### src/verilog/shotSettings.svh
`ifndef SHOT_SETTINGS_SVH
`define SHOT_SETTINGS_SVH

// screen size in pixels
// an inactive shot is parked at the bottom right corner, off screen
`define SCREEN_WIDTH 640
`define SCREEN_HEIGHT 480

// launch point, top left corner of the shot box in pixels
`define SHOT_START_X 280
`define SHOT_START_Y 185

// per frame steps, in 1/64 pixel units
`define SHOT_SPEED_X 40	// sideways drift
`define SHOT_SPEED_Y 320	// upward, 5 pixels per frame

// fixed point uses 2**FIXED_SHIFT sub units per pixel
`define FIXED_SHIFT 6

// side length of the shot box and of the target box
`define OBJECT_SIZE 32

// pixel y below this means the shot has left the top edge
// the whole box is then above the visible area
`define EXIT_Y (-32)

`endif

### src/verilog/shotPkg.sv
package shotPkg;

	// pixel coordinate, signed so a shot can sit above the top edge
	typedef logic signed [10:0] coordT;

	// fixed point coordinate, pixel value times 64
	// 18 bits covers the park position 640*64 with the sign bit spare
	typedef logic signed [17:0] fixedT;

	// hit counter, saturates at the top
	typedef logic [7:0] scoreT;

	// launch direction from the button pair
	typedef enum logic [1:0] {
		dirStraight,	// no drift
		dirRight,	// x grows each frame
		dirLeft	// x shrinks each frame
	} dirT;

	// decode stage state
	typedef enum logic {
		fireIdle,	// nothing waiting
		firePending	// a press waits for the next frame
	} fireStateT;

endpackage

### src/verilog/shotIf.sv
`timescale 1ns/1ps

// signals between decode, execute and result stages
interface shotIf
	import shotPkg::*;
();

	logic	deploy;	// launch strobe, frame cycle only
	dirT	direction;	// drift chosen with the launch
	coordT	shotX;	// shot top left corner, pixels
	coordT	shotY;
	logic	active;	// a shot is flying
	logic	collision;	// shot box met target box, frame cycle only

	// decode stage launches only when no shot is flying
	modport fire (
		output	deploy,
		output	direction,
		input	active
	);

	// execute stage owns the position
	modport motion (
		input	deploy,
		input	direction,
		input	collision,
		output	shotX,
		output	shotY,
		output	active
	);

	// result stage reads the shot box
	modport hit (
		input	shotX,
		input	shotY,
		input	active,
		output	collision
	);

endinterface

### src/verilog/fireControl.sv
`timescale 1ns/1ps
`include "shotSettings.svh"

// decode stage
// a fire press is held until the next frame tick, then launched or dropped
module fireControl
	import shotPkg::*;
(
	input	logic	clk,
	input	logic	resetN,
	input	logic	startOfFrame,	// one cycle tick per frame
	input	logic	fireButton,
	input	logic	leftButton,
	input	logic	rightButton,
	shotIf.fire	fire
);

fireStateT state;
fireStateT nextState;
logic prevFire;	// fire level one cycle ago
logic fireRise;	// press detected this cycle

assign fireRise = fireButton && !prevFire;

always_ff @(posedge clk or negedge resetN) begin
	if (!resetN) begin
		state <= fireIdle;
		prevFire <= 1'b0;
	end
	else begin
		state <= nextState;
		prevFire <= fireButton;	// edge detect history
	end
end

// the frame tick always consumes a pending request
// launched if the screen is free, otherwise thrown away
always_comb begin
	nextState = state;
	fire.deploy = 1'b0;
	case (state)
		fireIdle: begin
			if (fireRise)
				nextState = firePending;
		end
		firePending: begin
			if (startOfFrame) begin
				fire.deploy = !fire.active;	// no second shot in flight
				// a fresh press in the tick cycle waits for the next frame
				nextState = fireRise ? firePending : fireIdle;
			end
		end
		default: nextState = fireIdle;
	endcase
end

// direction follows the buttons in the launch cycle
always_comb begin
	case ({leftButton, rightButton})
		2'b01: fire.direction = dirRight;
		2'b10: fire.direction = dirLeft;
		default: fire.direction = dirStraight;	// both or neither
	endcase
end

endmodule

### src/verilog/shotLogic.sv
`timescale 1ns/1ps
`include "shotSettings.svh"

// execute stage
// integrates the shot position in 1/64 pixel units, once per frame
module shotLogic
	import shotPkg::*;
(
	input	logic	clk,
	input	logic	resetN,
	input	logic	startOfFrame,	// one cycle tick per frame
	shotIf.motion	motion
);

// fixed point versions of the screen constants
localparam fixedT parkX = fixedT'(`SCREEN_WIDTH << `FIXED_SHIFT);
localparam fixedT parkY = fixedT'(`SCREEN_HEIGHT << `FIXED_SHIFT);
localparam fixedT startX = fixedT'(`SHOT_START_X << `FIXED_SHIFT);
localparam fixedT startY = fixedT'(`SHOT_START_Y << `FIXED_SHIFT);
localparam fixedT stepX = fixedT'(`SHOT_SPEED_X);
localparam fixedT stepY = fixedT'(`SHOT_SPEED_Y);
localparam coordT exitY = coordT'(`EXIT_Y);

fixedT posX;	// top left corner in fixed point
fixedT posY;
fixedT speedX;	// signed drift chosen at launch
fixedT launchSpeed;
fixedT nextX;
fixedT nextY;
coordT nextPixY;	// pixel y after this frame's move
logic flying;
logic exitTop;

// candidate position for an active shot
assign nextX = posX + speedX;
assign nextY = posY - stepY;	// screen y grows downward
assign nextPixY = coordT'(nextY >>> `FIXED_SHIFT);
assign exitTop = nextPixY < exitY;	// checked on the new value

always_comb begin
	case (motion.direction)
		dirRight: launchSpeed = stepX;
		dirLeft: launchSpeed = -stepX;
		default: launchSpeed = '0;
	endcase
end

// priority order is collision, launch, move, hold
always_ff @(posedge clk or negedge resetN) begin
	if (!resetN) begin
		posX <= parkX;	// start parked off screen
		posY <= parkY;
		speedX <= '0;
		flying <= 1'b0;
	end
	else if (startOfFrame) begin
		if (motion.collision) begin
			posX <= parkX;
			posY <= parkY;
			flying <= 1'b0;
		end
		else if (motion.deploy) begin
			posX <= startX;
			posY <= startY;
			speedX <= launchSpeed;	// drift for the whole flight
			flying <= 1'b1;
		end
		else if (flying) begin
			if (exitTop) begin	// gone past the top edge
				posX <= parkX;
				posY <= parkY;
				flying <= 1'b0;
			end
			else begin
				posX <= nextX;
				posY <= nextY;
			end
		end
	end
end

// arithmetic shift drops the fraction and keeps the sign
assign motion.shotX = coordT'(posX >>> `FIXED_SHIFT);
assign motion.shotY = coordT'(posY >>> `FIXED_SHIFT);
assign motion.active = flying;

endmodule

### src/verilog/hitDetect.sv
`timescale 1ns/1ps
`include "shotSettings.svh"

// result stage
// box overlap test once per frame, hit pulse and saturating score
module hitDetect
	import shotPkg::*;
(
	input	logic	clk,
	input	logic	resetN,
	input	logic	startOfFrame,	// one cycle tick per frame
	input	coordT	targetX,	// target top left corner
	input	coordT	targetY,
	output	logic	hit,	// one cycle pulse per collision
	output	scoreT	score,
	shotIf.hit	check
);

localparam logic signed [11:0] boxSize = 12'(`OBJECT_SIZE);
localparam scoreT scoreMax = '1;

// one extra bit so the corner difference cannot wrap
logic signed [11:0] diffX;
logic signed [11:0] diffY;
logic overlapX;
logic overlapY;

assign diffX = $signed({check.shotX[10], check.shotX}) - $signed({targetX[10], targetX});
assign diffY = $signed({check.shotY[10], check.shotY}) - $signed({targetY[10], targetY});

// equal sized boxes overlap when each corner distance is under one side
assign overlapX = (diffX < boxSize) && (diffX > -boxSize);
assign overlapY = (diffY < boxSize) && (diffY > -boxSize);

// only a flying shot can hit, and only on the frame tick
assign check.collision = startOfFrame && check.active && overlapX && overlapY;

always_ff @(posedge clk or negedge resetN) begin
	if (!resetN) begin
		hit <= 1'b0;
		score <= '0;
	end
	else begin
		hit <= check.collision;	// collision lasts one cycle, so does hit
		if (check.collision && (score != scoreMax))
			score <= score + scoreT'(1);	// stops at 255
	end
end

endmodule

### src/verilog/shotGameTop.sv
`timescale 1ns/1ps

// shot game core with decode, execute and result stages on one interface
module shotGameTop
	import shotPkg::*;
(
	input	logic	clk,
	input	logic	resetN,
	input	logic	startOfFrame,	// one cycle tick per frame
	input	logic	fireButton,
	input	logic	leftButton,
	input	logic	rightButton,
	input	coordT	targetX,	// target top left corner
	input	coordT	targetY,
	output	coordT	shotX,	// shot top left corner in pixels
	output	coordT	shotY,
	output	logic	shotActive,
	output	logic	hit,	// one cycle per hit
	output	scoreT	score
);

shotIf bus ();

// button presses to launch strobe
fireControl fireCtl (
	.clk(clk),
	.resetN(resetN),
	.startOfFrame(startOfFrame),
	.fireButton(fireButton),
	.leftButton(leftButton),
	.rightButton(rightButton),
	.fire(bus.fire)
);

// shot position
shotLogic shotMove (
	.clk(clk),
	.resetN(resetN),
	.startOfFrame(startOfFrame),
	.motion(bus.motion)
);

// target test and score
hitDetect hitCheck (
	.clk(clk),
	.resetN(resetN),
	.startOfFrame(startOfFrame),
	.targetX(targetX),
	.targetY(targetY),
	.hit(hit),
	.score(score),
	.check(bus.hit)
);

assign shotX = bus.shotX;
assign shotY = bus.shotY;
assign shotActive = bus.active;

endmodule

### config.mk
export PLATFORM = sky130hd
export DESIGN_NAME = shotGameTop
export DESIGN_NICKNAME = d
export VERILOG_FILES = /design/src/verilog/shotPkg.sv /design/src/verilog/shotIf.sv /design/src/verilog/fireControl.sv /design/src/verilog/shotLogic.sv /design/src/verilog/hitDetect.sv /design/src/verilog/shotGameTop.sv
export VERILOG_INCLUDE_DIRS = /design/src /design/src/verilog
export SDC_FILE = /design/constraint.sdc
export NUM_CORES = 1
export LEC_CHECK = 0
export BUFFER_PORTS_ARGS = -buffer_cell sky130_fd_sc_hd__buf_2
export CAP_MARGIN = 40
export CORE_AREA = 5 5 123 125
export CTS_CLUSTER_DIAMETER = 30
export CTS_CLUSTER_SIZE = 14
export DETAILED_ROUTE_END_ITERATION = 16
export DIE_AREA = 0 0 128 130
export PLACE_DENSITY = 0.44
export SYNTH_ARGS = -nofsm -noshare
export SYNTH_HDL_FRONTEND = slang
export SYNTH_SLANG_ARGS = --single-unit
### constraint.sdc
create_clock -name clk -period 5.4 [get_ports clk]
set_clock_uncertainty 0.2 [all_clocks]
set_input_delay 0.81 -clock clk [delete_from_list [all_inputs] [get_ports clk]]
set_output_delay 0.81 -clock clk [all_outputs]
set_load 0.05 [all_outputs]
==> impl_metrics.tcl <==
set metrics [dict create \
    synth_commonest_cells "nand2_1, ha_1, inv_1, nor2_1, dfrtp_1" \
    syn_nets 568 \
    worstPathRequired_ns 5.37 \
    rsz0062_at_grt "no" \
    hpwl_mm 8.41 \
    start_util 0.296 \
    slew_headroom 0.635 \
    hold_buffers 0 \
    grt_pass1_wl_mm 18.2 \
    async_flop_share 1.00 \
    clockBufferDepth 2 \
    final_cells 727 \
    synth_warnings 0 \
    dieArea_mm2 0.0166 \
    synth_cell_types 72 \
    synth_top_area_cell "dfrtp_1" \
    slowest_delay_ns 0.48 \
    synth-edff-count 0 \
    dr_total_vias 3799 \
    critPathKind "in2reg" \
    pin_count 60 \
    tightest_slew_ns 0.539 \
    ys_seq_area_frac 0.248 \
    cts_made_buffers 5 \
    switchingPower_uw 1420 \
    area_growth_pct 14.1 \
    htree_levels 2 \
    synthSimpleGateAreaFrac 0.228 \
    cts_resized 0 \
    multi_input_area_mm2 0.00278 \
    setup_tns_ns 0 \
    drive_gt1_frac 0.174 \
    path_cells "buf_2 -> ha_1 -> fa_1 -> nor2b_1 -> o221ai_1 -> a2111oi_0 -> a211o_1 -> nand2_1 -> nor3_1 -> a2bb2oi_4 -> and2b_1 -> mux2_1" \
    ys.flop_type "dfrtp_1" \
    die_y_um 130 \
    synth_adder_area_share 0.138 \
    fp.dieW_um 128 \
    insertedDiodeCount 0 \
    report.final.slew_viol_count 0 \
    drtPass1Iterations 4 \
    grt_remaining_overflow 0 \
    crit_fanout 19 \
    viasPerCell 5.23 \
    r2r_cells 12 \
    rrSetupSlack_ns 1.36 \
    setup_ws_ns 1.21 \
    ir_worst_vdd_uv 225 \
    p_leak_uw 0.00223 \
    antenna_found_initial 0 \
    yosys-top-cells-area "dfrtp_1, ha_1, nand2_1" \
    timing.rr.start "shotMove.posY[6]$_DFFE_PN0P_" \
    r2r_end "hitCheck.score[1]$_DFFE_PN0P_" \
    clkPwrFrac 0.104 \
    insertion_delay_ns 0.28 \
    fin_crit_sh 0.777 \
    core_area_mm2 0.0138 \
    startpoint_type "input pin" \
    p_seq_frac 0.211 \
    max_freq_mhz 238 \
    seqCellArea_mm2 0.00101 \
    grt_pass1_vias 3785 \
    endpoint_kind "flip-flop" \
    yosysTopAreaCellShare 0.209 \
    max_cap_violations 0 \
    synth_seq_cells 40 \
    total_power_uw 2750 \
    crit_path_top_delay_cell "a2111oi_0" \
    synth_top_family_by_area "compound AO/OA/AOI/OAI gates" \
    critical_path_arrival_ns 4.16 \
    powerDensity_mw_per_mm2 591 \
    nets 617 \
    syn_area_mm2 0.00407 \
    synth_xor_area_frac 0.0538 \
    cts_sinks 40 \
    post-cts-setup-buffers 0 \
    post-route-min-period_ns 4.19 \
    dpl.cell_count 719 \
    totalWireLength_mm 10.8 \
    synth_area_per_cell_um2 8.19 \
    setup_viol 0 \
    comb_power_share 0.684 \
    port_buffers 59 \
    wire_per_inst_um 14.8 \
    intPower_uw 1330 \
    hold_viol_final 0 \
    syn_inst 497 \
    cts_tree "built" \
    fillerInstances 1488 \
    ant_nets 0 \
    place_ws_ns 0.893 \
    fin_hold_ws_ns 0.219 \
    num_rows 43 \
    synthMuxAreaShare 0.0163 \
    outcome "complete, no violations" \
    grt_usage 0.131 \
    grt_max_degree 29 \
    cts-root-buf "clkbuf_16" \
    drt_iter0_markers 140 \
    min_path_type "in2async" \
    gp_congestion 0.793 \
    drc 0 \
    synth_compound_area_frac 0.247 \
    path_clk_slew_ns 0.06 \
    yosysMostFrequentCell "nand2_1" \
    netSwitchingFraction 0.517 \
]
==> registers in the layout, indices dropped and copies added (netlist names) <==
register / count
shotMove.posX: 14
shotMove.posY: 11
hitCheck.score: 8
shotMove.speedX: 3
fireCtl.prevFire: 1
fireCtl.state: 1
hitCheck.hit: 1
shotMove.motion.active: 1
==> worst max-delay path: cells and delay by family <==
| family | cells | cell delay, ns |
|---|---|---|
| mux | 1 | 0.32 |
| simple gates | 4 | 0.91 |
| buf+inv | 1 | 0.10 |
| fa+ha+maj | 2 | 0.65 |
| compound gates | 4 | 1.35 |
==> layout make-up <==
class,count,area share
timing repair buffer,64,0.0743
inverter,40,0.0323
sequential,40,0.217
clock buffer,7,0.0285
multi-input combinational,395,0.598
tap,180,0.0485
clock inverter,1,0.00108
==> cells in the final DEF, fill, tap and decap left out, types with 3 or more instances in the layout <==
cell type / synthesis / routed
nand2_1: 48 / 48
or3_1: 9 / 9
nor3_1: 17 / 17
o31ai_1: 5 / 5
a31oi_1: 4 / 4
a21o_1: 7 / 7
o41ai_1: 3 / 3
nand4_1: 9 / 9
nand2b_1: 5 / 5
nand3_1: 11 / 11
buf_4: 11 / 4
o221ai_1: 3 / 3
o21ai_0: 23 / 23
fa_1: 3 / 3
xor2_1: 9 / 9
clkbuf_16: 0 / 5
buf_2: 1 / 59
nor2_1: 39 / 39
and2_1: 3 / 3
o21a_1: 8 / 8
a211oi_1: 3 / 3
and3_1: 7 / 7
xnor2_1: 16 / 16
o2111ai_1: 3 / 3
o211ai_1: 4 / 4
dfrtp_1: 34 / 34
a32o_1: 9 / 9
nor2b_1: 9 / 9
mux2i_1: 4 / 4
a21boi_0: 5 / 5
or2_2: 7 / 7
o21ai_1: 3 / 3
inv_1: 40 / 40
ha_1: 40 / 40
a21oi_1: 28 / 28
o22a_1: 3 / 3
dfstp_2: 6 / 6
==> how the worst max path moves through the flow <==
stage / from / slack, ns / endpoint
after CTS: targetX[0] / 1.19 / hitCheck.score[1]$_DFFE_PN0P_
final: targetX[0] / 1.21 / hitCheck.score[1]$_DFFE_PN0P_
after floorplan: targetY[0] / 1.55 / hitCheck.score[1]$_DFFE_PN0P_
after global routing: targetY[0] / 0.94 / hitCheck.score[1]$_DFFE_PN0P_
after global placement: targetY[0] / 0.92 / hitCheck.score[1]$_DFFE_PN0P_
after detailed placement: targetX[0] / 0.89 / hitCheck.score[1]$_DFFE_PN0P_
==> power groups by stage <==
stage          Combinational, uW  Sequential [uW]  Clock (uW)
6_report                    1880              580         287
5_1_grt                     2100              607         312
4_1_cts                     1890              585         299
3_5_place_dp                1880              590           0
3_3_place_gp                1860              587           0
2_1_floorplan               1440              660           0
==> through the flow <==
stage / instance area, um2 / utilization
finish: 4650 / 0.337
global route: 4650 / 0.337
CTS: 4650 / 0.337
detailed placement: 4510 / 0.327
global placement: 4490 / 0.326
floorplan: 4070 / -
==> layer usage <==
layer,routed length (um),track usage
met1,5270,0.177
met5,0,0
met2,4910,0.222
met4,161,0.0300
met3,436,0.0209
==> kinds of logic (layout without fill, tap and decap cells) <==
kind of cell             after synthesis  count (layout)
AND/OR/NAND/NOR                      183             183
buffers and inverters                 62             112
AO/OA/AOI/OAI                        138             138
adder cells (fa/ha/maj)               43              43
flip-flops                            40              40
XOR/XNOR                              25              25
multiplexers                           6               6
No activity file was read; power rests on OpenSTA's default activity.
